<file path="config.mk">
export PLATFORM = sky130hd
export DESIGN_NAME = uart_cmd_top
export DESIGN_NICKNAME = d
export VERILOG_FILES = /design/src/uart_pkg.sv /design/src/uart_tx.sv /design/src/uart_rx.sv /design/src/uart_cmd_ctrl.sv /design/src/uart_cmd_top.sv
export SDC_FILE = /design/constraint.sdc
export NUM_CORES = 1
export LEC_CHECK = 0
export BUFFER_PORTS_ARGS = -buffer_cell sky130_fd_sc_hd__buf_2
export CORE_UTILIZATION = 60
export DETAILED_ROUTE_END_ITERATION = 12
export GPL_TIMING_DRIVEN = 0
export PLACE_DENSITY = 0.8
export SKIP_CTS_REPAIR_TIMING = 1
export SLEW_MARGIN = 20
export SYNTH_ARGS = -nofsm -noshare
export SYNTH_HDL_FRONTEND = slang
export SYNTH_SLANG_ARGS = --single-unit
</file>
<file path="constraint.sdc">
create_clock -name clk -period 2.7 [get_ports clk]
set_clock_uncertainty 0.05 [all_clocks]
set_input_delay 0.405 -clock clk [delete_from_list [all_inputs] [get_ports clk]]
set_output_delay 0.405 -clock clk [all_outputs]
set_load 0.005 [all_outputs]
</file>
<file path="src/uart_pkg.sv">
package uart_pkg;

  // ~~~~~~~~~~~~~~~~~~~~~~~~~~~~~~~~~~~~~~~~
  // vector types
  // ~~~~~~~~~~~~~~~~~~~~~~~~~~~~~~~~~~~~~~~~

  typedef logic [15:0] cmd_t;      // rw, address, data.
  typedef logic [7:0]  byte_t;     // one serial payload.
  typedef logic [6:0]  addr_t;     // register address.
  typedef logic [8:0]  baud_cnt_t; // counts one bit time.
  typedef logic [7:0]  gap_cnt_t;  // counts the write gap.

  // ~~~~~~~~~~~~~~~~~~~~~~~~~~~~~~~~~~~~~~~~
  // timing and layout constants
  // ~~~~~~~~~~~~~~~~~~~~~~~~~~~~~~~~~~~~~~~~

  // 115200 baud from a 50 MHz clock.
  localparam baud_cnt_t CLKS_PER_BIT = 9'd434;

  // receiver waits this long after the start edge.
  localparam baud_cnt_t HALF_BIT = CLKS_PER_BIT / 2;

  // idle line between address and data frame of a write.
  localparam gap_cnt_t FRAME_GAP = 8'd100;

  // 1 = write, 0 = read.
  localparam int CMD_RW_BIT = 15;

endpackage

</file>
<file path="src/uart_tx.sv">
module uart_tx (
  input  logic            clk,
  input  logic            rst_n,
  input  uart_pkg::byte_t tx_byte,
  input  logic            tx_vld,
  output logic            tx_rdy,
  output logic            tx
);
  import uart_pkg::*;

  typedef enum logic [2:0] {
    TX_IDLE,
    TX_START,
    TX_DATA,
    TX_PARITY,
    TX_STOP
  } tx_state_t;

  tx_state_t  state;
  baud_cnt_t  baud_cnt;
  logic [2:0] bit_idx;
  byte_t      shreg;
  logic       parity;
  logic       bit_end;

  assign tx_rdy  = (state == TX_IDLE);
  assign bit_end = (baud_cnt == CLKS_PER_BIT - 1'b1);

  // ~~~~~~~~~~~~~~~~~~~~~~~~~~~~~~~~~~~~~~~~
  // frame sequencer
  // ~~~~~~~~~~~~~~~~~~~~~~~~~~~~~~~~~~~~~~~~

  always_ff @(posedge clk or negedge rst_n)
  begin
    if (!rst_n)
    begin
      state    <= TX_IDLE;
      baud_cnt <= '0;
      bit_idx  <= '0;
      tx       <= 1'b1;
    end
    else
    begin
      if (state == TX_IDLE || bit_end)
        baud_cnt <= '0;
      else
        baud_cnt <= baud_cnt + 1'b1;

      case (state)
        TX_IDLE:
        begin
          if (tx_vld)
          begin
            tx    <= 1'b0;      // start bit next cycle.
            state <= TX_START;
          end
        end
        TX_START:
        begin
          if (bit_end)
          begin
            tx      <= shreg[0];
            bit_idx <= '0;
            state   <= TX_DATA;
          end
        end
        TX_DATA:
        begin
          if (bit_end)
          begin
            bit_idx <= bit_idx + 1'b1;
            if (bit_idx == 3'd7)
            begin
              tx    <= parity;
              state <= TX_PARITY;
            end
            else
              tx <= shreg[0];   // lsb first.
          end
        end
        TX_PARITY:
        begin
          if (bit_end)
          begin
            tx    <= 1'b1;
            state <= TX_STOP;
          end
        end
        TX_STOP:
        begin
          if (bit_end)
            state <= TX_IDLE;
        end
        default:
          state <= TX_IDLE;
      endcase
    end
  end

  // byte and parity are taken once, at the handshake.
  always_ff @(posedge clk)
  begin
    if (tx_vld && tx_rdy)
    begin
      shreg  <= tx_byte;
      parity <= ~^tx_byte;      // odd parity.
    end
    else if (bit_end && (state == TX_START || state == TX_DATA))
      shreg <= shreg >> 1;
  end

endmodule

</file>
<file path="src/uart_rx.sv">
module uart_rx (
  input  logic            clk,
  input  logic            rst_n,
  input  logic            rx,
  output uart_pkg::byte_t rx_byte,
  output logic            rx_err,
  output logic            rx_done
);
  import uart_pkg::*;

  typedef enum logic [2:0] {
    RX_IDLE,
    RX_START,
    RX_DATA,
    RX_PARITY,
    RX_STOP
  } rx_state_t;

  rx_state_t  state;
  logic [2:0] rx_sync;
  logic       rx_s;
  logic       rx_fall;
  baud_cnt_t  baud_cnt;
  logic [2:0] bit_idx;
  byte_t      shreg;
  logic       par_bit;
  logic       half_end;
  logic       bit_end;

  // ~~~~~~~~~~~~~~~~~~~~~~~~~~~~~~~~~~~~~~~~
  // input synchronizer
  // ~~~~~~~~~~~~~~~~~~~~~~~~~~~~~~~~~~~~~~~~

  always_ff @(posedge clk or negedge rst_n)
  begin
    if (!rst_n)
      rx_sync <= 3'b111;        // line idles high.
    else
      rx_sync <= {rx_sync[1:0], rx};
  end

  assign rx_s     = rx_sync[1];
  assign rx_fall  = rx_sync[2] && !rx_sync[1];
  assign half_end = (baud_cnt == HALF_BIT - 1'b1);
  assign bit_end  = (baud_cnt == CLKS_PER_BIT - 1'b1);
  assign rx_byte  = shreg;

  // ~~~~~~~~~~~~~~~~~~~~~~~~~~~~~~~~~~~~~~~~
  // mid-bit sampler
  // ~~~~~~~~~~~~~~~~~~~~~~~~~~~~~~~~~~~~~~~~

  always_ff @(posedge clk or negedge rst_n)
  begin
    if (!rst_n)
    begin
      state    <= RX_IDLE;
      baud_cnt <= '0;
      bit_idx  <= '0;
      rx_done  <= 1'b0;
    end
    else
    begin
      rx_done <= 1'b0;
      if (state == RX_IDLE || bit_end || (state == RX_START && half_end))
        baud_cnt <= '0;
      else
        baud_cnt <= baud_cnt + 1'b1;

      case (state)
        RX_IDLE:
        begin
          if (rx_fall)
            state <= RX_START;
        end
        RX_START:
        begin
          if (half_end)
          begin
            bit_idx <= '0;
            state   <= rx_s ? RX_IDLE : RX_DATA;   // glitch check.
          end
        end
        RX_DATA:
        begin
          if (bit_end)
          begin
            bit_idx <= bit_idx + 1'b1;
            if (bit_idx == 3'd7)
              state <= RX_PARITY;
          end
        end
        RX_PARITY:
        begin
          if (bit_end)
            state <= RX_STOP;
        end
        RX_STOP:
        begin
          if (bit_end)
          begin
            rx_done <= 1'b1;
            state   <= RX_IDLE;
          end
        end
        default:
          state <= RX_IDLE;
      endcase
    end
  end

  always_ff @(posedge clk)
  begin
    if (state == RX_DATA && bit_end)
      shreg <= {rx_s, shreg[7:1]};
    if (state == RX_PARITY && bit_end)
      par_bit <= rx_s;
    if (state == RX_STOP && bit_end)
      rx_err <= ~^{shreg, par_bit} || !rx_s;  // bad parity or stop.
  end

endmodule

</file>
<file path="src/uart_cmd_ctrl.sv">
module uart_cmd_ctrl (
  input  logic            clk,
  input  logic            rst_n,
  input  uart_pkg::cmd_t  cmd,
  input  logic            cmd_vld,
  output logic            cmd_rdy,
  output uart_pkg::byte_t tx_byte,
  output logic            tx_vld,
  input  logic            tx_rdy,
  input  uart_pkg::byte_t rx_byte,
  input  logic            rx_err,
  input  logic            rx_done,
  output uart_pkg::byte_t read_data,
  output logic            read_err,
  output logic            read_vld,
  input  logic            read_rdy
);
  import uart_pkg::*;

  typedef enum logic [2:0] {
    CTRL_IDLE,
    CTRL_SEND_ADDR,
    CTRL_WAIT_FRAME,
    CTRL_GAP,
    CTRL_SEND_DATA,
    CTRL_WAIT_REPLY,
    CTRL_REPLY_OUT
  } ctrl_state_t;

  ctrl_state_t state;
  cmd_t        cmd_q;
  addr_t       cmd_addr;
  logic        cmd_wr;
  logic        data_phase;
  gap_cnt_t    gap_cnt;
  logic        cmd_take;
  logic        tx_take;

  assign cmd_wr   = cmd_q[CMD_RW_BIT];
  assign cmd_addr = cmd_q[CMD_RW_BIT-1 -: $bits(addr_t)];

  // ready again on the first idle cycle after the data frame.
  assign cmd_rdy  = (state == CTRL_IDLE) ||
                    (state == CTRL_WAIT_FRAME && data_phase && tx_rdy);
  assign cmd_take = cmd_vld && cmd_rdy;

  assign tx_vld   = (state == CTRL_SEND_ADDR) || (state == CTRL_SEND_DATA);
  assign tx_take  = tx_vld && tx_rdy;
  assign tx_byte  = (state == CTRL_SEND_DATA) ? cmd_q[$bits(byte_t)-1:0]
                                              : {cmd_wr, cmd_addr};
  assign read_vld = (state == CTRL_REPLY_OUT);

  // ~~~~~~~~~~~~~~~~~~~~~~~~~~~~~~~~~~~~~~~~
  // transaction FSM
  // ~~~~~~~~~~~~~~~~~~~~~~~~~~~~~~~~~~~~~~~~

  always_ff @(posedge clk or negedge rst_n)
  begin
    if (!rst_n)
    begin
      state      <= CTRL_IDLE;
      data_phase <= 1'b0;
      gap_cnt    <= '0;
    end
    else
    begin
      if (cmd_take)
        data_phase <= 1'b0;
      else if (state == CTRL_SEND_DATA && tx_take)
        data_phase <= 1'b1;

      case (state)
        CTRL_IDLE:
        begin
          if (cmd_take)
            state <= CTRL_SEND_ADDR;
        end
        CTRL_SEND_ADDR:
        begin
          if (tx_take)
            state <= cmd_wr ? CTRL_WAIT_FRAME : CTRL_WAIT_REPLY;
        end
        CTRL_WAIT_FRAME:
        begin
          if (tx_rdy)
          begin
            if (!data_phase)
            begin
              gap_cnt <= '0;
              state   <= CTRL_GAP;
            end
            else if (cmd_take)
              state <= CTRL_SEND_ADDR;  // back-to-back command.
            else
              state <= CTRL_IDLE;
          end
        end
        CTRL_GAP:
        begin
          if (gap_cnt == FRAME_GAP - 1'b1)
            state <= CTRL_SEND_DATA;
          else
            gap_cnt <= gap_cnt + 1'b1;
        end
        CTRL_SEND_DATA:
        begin
          if (tx_take)
            state <= CTRL_WAIT_FRAME;
        end
        CTRL_WAIT_REPLY:
        begin
          if (rx_done)
            state <= CTRL_REPLY_OUT;
        end
        CTRL_REPLY_OUT:
        begin
          if (read_rdy)
            state <= CTRL_IDLE;   // host took the reply.
        end
        default:
          state <= CTRL_IDLE;
      endcase
    end
  end

  always_ff @(posedge clk)
  begin
    if (cmd_take)
      cmd_q <= cmd;
    if (state == CTRL_WAIT_REPLY && rx_done)
    begin
      read_data <= rx_byte;
      read_err  <= rx_err;
    end
  end

endmodule

</file>
<file path="src/uart_cmd_top.sv">
module uart_cmd_top (
  input  logic            clk,
  input  logic            rst_n,
  input  uart_pkg::cmd_t  cmd,
  input  logic            cmd_vld,
  output logic            cmd_rdy,
  output uart_pkg::byte_t read_data,
  output logic            read_err,
  output logic            read_vld,
  input  logic            read_rdy,
  output logic            tx,
  input  logic            rx
);
  import uart_pkg::*;

  byte_t tx_byte;
  logic  tx_vld;
  logic  tx_rdy;
  byte_t rx_byte;
  logic  rx_err;
  logic  rx_done;

  uart_cmd_ctrl i_uart_cmd_ctrl (
    .clk       (clk),
    .rst_n     (rst_n),
    .cmd       (cmd),
    .cmd_vld   (cmd_vld),
    .cmd_rdy   (cmd_rdy),
    .tx_byte   (tx_byte),
    .tx_vld    (tx_vld),
    .tx_rdy    (tx_rdy),
    .rx_byte   (rx_byte),
    .rx_err    (rx_err),
    .rx_done   (rx_done),
    .read_data (read_data),
    .read_err  (read_err),
    .read_vld  (read_vld),
    .read_rdy  (read_rdy)
  );

  uart_tx i_uart_tx (
    .clk     (clk),
    .rst_n   (rst_n),
    .tx_byte (tx_byte),
    .tx_vld  (tx_vld),
    .tx_rdy  (tx_rdy),
    .tx      (tx)
  );

  uart_rx i_uart_rx (
    .clk     (clk),
    .rst_n   (rst_n),
    .rx      (rx),
    .rx_byte (rx_byte),
    .rx_err  (rx_err),
    .rx_done (rx_done)
  );

endmodule

</file>
-- Word level (Yosys, flattened, before mapping)
Cells that the tools add are included.
- register bits: 91
- input port bits: 21
- output and inout bits: 12
- logic and storage cells: 154
- add/sub/neg operators: 5
- equality and inequality tests: 41
- multiplexer cells: 50
- reductions and logical operators: 38
- operators with widths (cell ; number):
    2-to-1 mux 3 bit ; 24
    2-to-1 mux 8 bit ; 6
    inequality test 2 x 1 -> 1 bit, second input constant ; 19
    one-hot mux 3 bit (5 select lines) ; 2
    equality test 3 bit, second input constant ; 7
    one-hot mux 3 bit (7 select lines) ; 1
    adder 9 x 1 -> 9 bit, second input constant ; 2
    equality test 3 x 2 -> 1 bit, second input constant ; 6
    equality test 9 bit, second input constant ; 2
    2-to-1 mux 9 bit ; 2
    one-hot mux 8 bit (2 select lines) ; 1
    logical AND 1 bit ; 12
    one-hot mux 3 bit (2 select lines) ; 2
    AND reduction 6 bit ; 2
    2-to-1 mux 1 bit ; 10
    nonzero test 2 bit ; 5
    equality test 3 x 1 -> 1 bit, second input constant ; 3
    equality test 9 x 8 -> 1 bit, second input constant ; 1
    logical NOT 3 bit ; 3
    XNOR reduction 9 bit ; 1
    adder 8 x 1 -> 8 bit, second input constant ; 1
    equality test 8 x 7 -> 1 bit, second input constant ; 1
    XNOR reduction 8 bit ; 1
    logical OR 1 bit ; 7
    10 further kinds ; 13

-- Longest topological paths before layout
- depth after elaboration: 9
- depth in mapped cells: 8
- depth with buffers taken out: 6

-- Hierarchy
A second synthesis with hierarchy kept.
- cells, all modules: 360
- area total of the unflattened synthesis: 4347.9 um^2
- modules (own cells, without submodules) (module ; times used ; cells an instance ; area each (um^2) ; sequential area each (um^2)):
    uart_cmd_ctrl ; 1 ; 123 ; 1664.1 ; 1051.0
    uart_rx ; 1 ; 109 ; 1367.6 ; 779.5
    uart_tx ; 1 ; 128 ; 1316.3 ; 671.9

-- Worst setup path after synthesis
Ideal clock, no wire load.
- path type: register -> register
- start point: register i_uart_tx.baud_cnt[6]
- end point: register i_uart_tx.shreg[0] (enable)
- setup time: 386 ps
- arrival time: 1823 ps
- required time: 2264 ps
- setup slack: 440 ps
- stages on the path, launching flop included: 6
- path buffers: 1
- period minus slack after synthesis: 2260 ps
- cell sequence: dfrtp_1 -> nor4b_2 -> and2_1 -> buf_2 -> a211oi_1 -> a211oi_1
- word-level cells in the longest chain between the ends: 3
- ends and longest elaborated chain (item ; RTL line ; source):
    start, declared ; uart_tx.sv:20 ; baud_cnt_t baud_cnt;
    start signal, assigned ; uart_tx.sv:47 ; baud_cnt <= baud_cnt + 1'b1;
    equality test 9 bit ; uart_tx.sv:27 ; assign bit_end = (baud_cnt == CLKS_PER_BIT - 1'b1);
    logical AND 1 bit ; uart_tx.sv:108 ; else if (bit_end && (state == TX_START || state == TX_DATA))
    nonzero test 2 bit (no source line) ; n/a ;
    end signal, assigned ; uart_tx.sv:105 ; shreg <= tx_byte;
    end signal, assigned ; uart_tx.sv:109 ; shreg <= shreg >> 1;
    end, declared ; uart_tx.sv:22 ; byte_t shreg;
Every way passes these cells.
A chain may end at the register's enable or synchronous reset.

-- Worst setup path in the final report
- start point: register i_uart_tx.state[0]
- end point: register i_uart_cmd_ctrl.cmd_q[9] (enable)
- word-level cells in the longest chain between the ends: 4
- ends and longest elaborated chain (item ; RTL line ; source):
    start, declared ; uart_tx.sv:19 ; tx_state_t state;
    start signal, assigned ; uart_tx.sv:37 ; state <= TX_IDLE;
    start signal, assigned ; uart_tx.sv:55 ; state <= TX_START;
    start signal, assigned ; uart_tx.sv:64 ; state <= TX_DATA;
    logical NOT 3 bit ; uart_tx.sv:26 ; assign tx_rdy = (state == TX_IDLE);
    logical AND 1 bit ; uart_cmd_ctrl.sv:44 ; (state == CTRL_WAIT_FRAME && data_phase && tx_rdy);
    logical OR 1 bit ; uart_cmd_ctrl.sv:43 ; assign cmd_rdy = (state == CTRL_IDLE) ||
    logical AND 1 bit ; uart_cmd_ctrl.sv:45 ; assign cmd_take = cmd_vld && cmd_rdy;
    named net i_uart_cmd_ctrl.cmd_take ; uart_cmd_ctrl.sv:36 ; logic cmd_take;
    end signal, assigned ; uart_cmd_ctrl.sv:129 ; cmd_q <= cmd;
    end, declared ; uart_cmd_ctrl.sv:31 ; cmd_t cmd_q;
The timed path passes the listed nets, and every way through them passes these cells.

==> flow_summary_export.csv <==
group,metric,value,unit
cts,cts_tree,"yes",
cts,clk_path_buf_depth,2,
placement,place.gp.congestion,0.8821,
route,dr.pass1.iters,4,
global_route,grt_max_degree,48,
timing,fin_crit,2.403,ns
die,row_count,30,
worst_setup_path,critical_path.top_delay_family,"simple AND/OR/NAND/NOR gates",
worst_setup_path,path_buf_inv,0,
yosys,synthCells,357,
cts,htree_levels,3,
route,drt-initial-drc-count,142,
yosys,synth_async_sr_flop_share,51.65,%
die,die_y,86.60,microns
worst_hold_path,hold_class,"input pin to async pin",
route,wl,7.358,mm
global_route,grt_pass1_wl,12.31,mm
route,wl_per_cell,14.69,microns
worst_setup_path,cpMaxStageDelayCell,"and2_1",
yosys,synth_nets,388,
finish,nets,431,
route,drt-vias-per-instance,5.551,
finish,n_antenna_cell,0,
yosys,syn_area,4294,sq um
yosys,yosys_warnings,0,
timing,tightest_slew,0.7544,ns
timing,max_slew_margin,49.52,%
worst_setup_path,cp_cell_sequence,"nor3_1 -> nand2_1 -> a211oi_1 -> and2_1",
power,max-vdd-ir-drop,0.0005547,V
global_route,antenna_found_initial,0,
route,drc,0,
cts,clkTransAtPathRegs,0.10,ns
finish,final_util,69.54,%
worst_setup_path,cp.arrival,2.35,ns
die,core,6869,sq um
power,power.density,671.0,nW/um^2
route,final_antenna_net_count,0,
die,start_util,62.51,%
cts,cts_made_buffers,9,
worst_setup_path,required,2.64,ns
yosys,synth_top_flop_cell,"edfxtp_1",
yosys,synth_edf_count,44,
finish,syn2layout_area_growth,11.25,%
power,power,3.205,mW
yosys,ys_seq_area_share,58.28,%
cts,clk_latency,0.36,ns
timing,maxSlewViolCount,0,
power,power.leakage,1.918,nW
yosys,ys_seq_elements,91,
timing,setup-tns-final,0,ns
die,die-area,7500,sq um
worst_setup_path,cpPeakStageDelay,0.63,ns
yosys,synth.avg_cell_area,12.03,sq um
timing,rsz0062_at_grt,"no",
die,die_w,86.60,microns
worst_setup_path,crit_path_max_fanout,16,
route,dr_total_vias,2781,
worst_setup_path,endpoint_kind,"flip-flop",
worst_setup_path,startpoint_type,"flip-flop",
outcome,violations,"negative hold slack",
placement,port_buffers,32,
finish,layout-drive-gt1-share,18.02,%
global_route,grt_pass1_vias,2734,
worst_setup_path,crit_type,"flip-flop to flip-flop",
timing,setup_viol,0,
timing,finalHoldViolations,13,
timing,period_share,88.99,%
yosys,ys_types,64,
job,drv_cap,0,
die,num_io_pins,33,
timing,fmax,416.2,MHz
cts,root_buffer,"clkbuf_8",
cts,clkSinkCount,91,
global_route,grtUsageTotal,21.59,%
outcome,status,"finished with violations",
timing,hold_ws,-0.02065,ns
placement,place_hpwl,5.300,mm
global_route,gr-total-overflow,0,
==> per-stage QoR <==
| stage | setup slack [ns] | area [sq um] | instances |
|---|---|---|---|
| 3_5_place_dp | 0.3534 | 4584 | 485 |
| 3_3_place_gp | 0.08274 | 4574 | 485 |
| 2_1_floorplan | 0.4402 | 4294 | 357 |
| 6_report | 0.2973 | 4777 | 501 |
| 5_1_grt | 0.07059 | 4777 | 501 |
| 4_1_cts | 0.3225 | 4775 | 501 |
==> cell families (layout without fill, tap and decap cells) <==
kind of cell	Yosys count	count (layout)	share of synthesized area [%]
compound gates	53	53	8.305
simple gates	126	126	16.49
buf+inv	24	72	2.622
fa+ha+maj	10	10	2.914
mux	9	9	2.098
xor+xnor	44	44	9.295
flops	91	91	58.28
==> cell usage after synthesis (all sizes together) (2+ instances only) <==
| library cell | instances | area (sq um) |
|---|---|---|
| dfrtp | 43 | 1076 |
| nand4b | 2 | 17.52 |
| xor2 | 18 | 157.7 |
| and2 | 4 | 25.02 |
| nor3b | 3 | 27.52 |
| xnor2 | 25 | 219.0 |
| nand2b | 4 | 25.02 |
| nand3b | 4 | 30.03 |
| a2bb2oi | 2 | 17.52 |
| buf | 6 | 45.04 |
| and3 | 4 | 26.28 |
| and3b | 3 | 27.53 |
| nor3 | 7 | 57.55 |
| nor2b | 3 | 18.77 |
| or4 | 3 | 26.27 |
| nand4 | 5 | 31.28 |
| nor2 | 41 | 153.9 |
| nand2 | 17 | 63.81 |
| o31ai | 2 | 20.02 |
| or3 | 4 | 30.03 |
| a22o | 3 | 26.28 |
| mux2i | 9 | 90.09 |
| clkbuf | 6 | 22.52 |
| inv | 12 | 45.04 |
| and4 | 3 | 27.53 |
| dfstp | 4 | 105.1 |
| nand3 | 14 | 70.07 |
| a21oi | 13 | 65.06 |
| ha | 10 | 125.1 |
| o21ai | 12 | 60.05 |
| a21o | 2 | 15.01 |
| edfxtp | 44 | 1321 |
| a211oi | 4 | 30.03 |
| o211ai | 2 | 15.01 |
==> per-layer routing <==
layer	GRT usage (%)	routed length [microns]	vias to the layer above	part of all wire, %
met2	36.87	3761	25	51
met5	0	0	-	0
met1	25.85	3277	1372	45
li1	-	-	1377	-
met4	7.273	85	0	1.2
met3	7.048	235	7	3.2
==> worst paths after layout <==
kind                                                 from                                  to  slack, ns  depth (start not counted)
max                        i_uart_tx.state[0]$_DFFE_PN0P_  i_uart_cmd_ctrl.cmd_q[9]$_DFFE_PP_       0.30                          4
min                                                 rst_n     i_uart_tx.baud_cnt[7]$_DFF_PN0_      -0.02                          1
max reg2reg                i_uart_tx.state[0]$_DFFE_PN0P_  i_uart_cmd_ctrl.cmd_q[9]$_DFFE_PP_       0.30                          4
min reg2reg                i_uart_rx.rx_sync[0]$_DFF_PN1_      i_uart_rx.rx_sync[1]$_DFF_PN1_       0.31                          0
max in group asynchronous                           rst_n      i_uart_rx.state[1]$_DFFE_PN0P_       2.20                          1
min in group clk                                       rx      i_uart_rx.rx_sync[0]$_DFF_PN1_       0.09                          1
==> worst reg2reg max path: stages (launching register included) <==
cell and delay (ns):
dfrtp_1 0.49, nor3_1 0.42, nand2_1 0.10, a211oi_1 0.34, and2_1 0.63
==> layout by cell type (no fill, tap or decap), drive strengths merged, types with 3 or more instances in the layout <==
cell	synthesis	final
edfxtp	44	44
mux2i	9	9
nand2	17	17
and3	4	4
clkbuf	6	15
nand2b	4	4
nor2b	3	3
xnor2	25	25
o21ai	12	12
nand3b	4	4
a21oi	13	13
buf	6	38
xor2	18	18
nor2	41	41
nand4	5	5
ha	10	10
nor3b	3	3
and2	4	4
nor3	7	7
or4	3	3
dfrtp	43	43
dfstp	4	4
and4	3	3
a211oi	4	4
nand3	14	14
or3	4	4
a22o	3	3
inv	12	17
and3b	3	3
==> power by group <==
group	total (mW)	internal (mW)	switching [mW]	leakage, nW
Combinational	0.515	0.244	0.271	0.828
Clock	0.870	0.360	0.510	0.0986
Sequential	1.82	1.62	0.203	0.991
Total	3.21	2.22	0.983	1.92
==> state kept, by name (all words and copies together) (netlist names), 8 cells and up <==
| name | flops |
|---|---|
| i_uart_tx.shreg | 8 |
| i_uart_tx.baud_cnt | 9 |
| i_uart_rx.baud_cnt | 9 |
| i_uart_cmd_ctrl.cmd_q | 16 |
| i_uart_cmd_ctrl.gap_cnt | 8 |
| i_uart_rx.rx_byte | 8 |
| i_uart_cmd_ctrl.read_data | 8 |
==> final cells by class <==
class                   count  area (sq um)
flip-flops and latches     91          2502
fillers                   499          2092
multi-input cells         242          1689
repair buffers             32         162.7
clock buffers               9         123.9
well taps                  96         120.1
plain buffers              12         67.56
clock inverters             7         66.31
inverters                  12         45.04
Power figures use the tool's default switching activity.
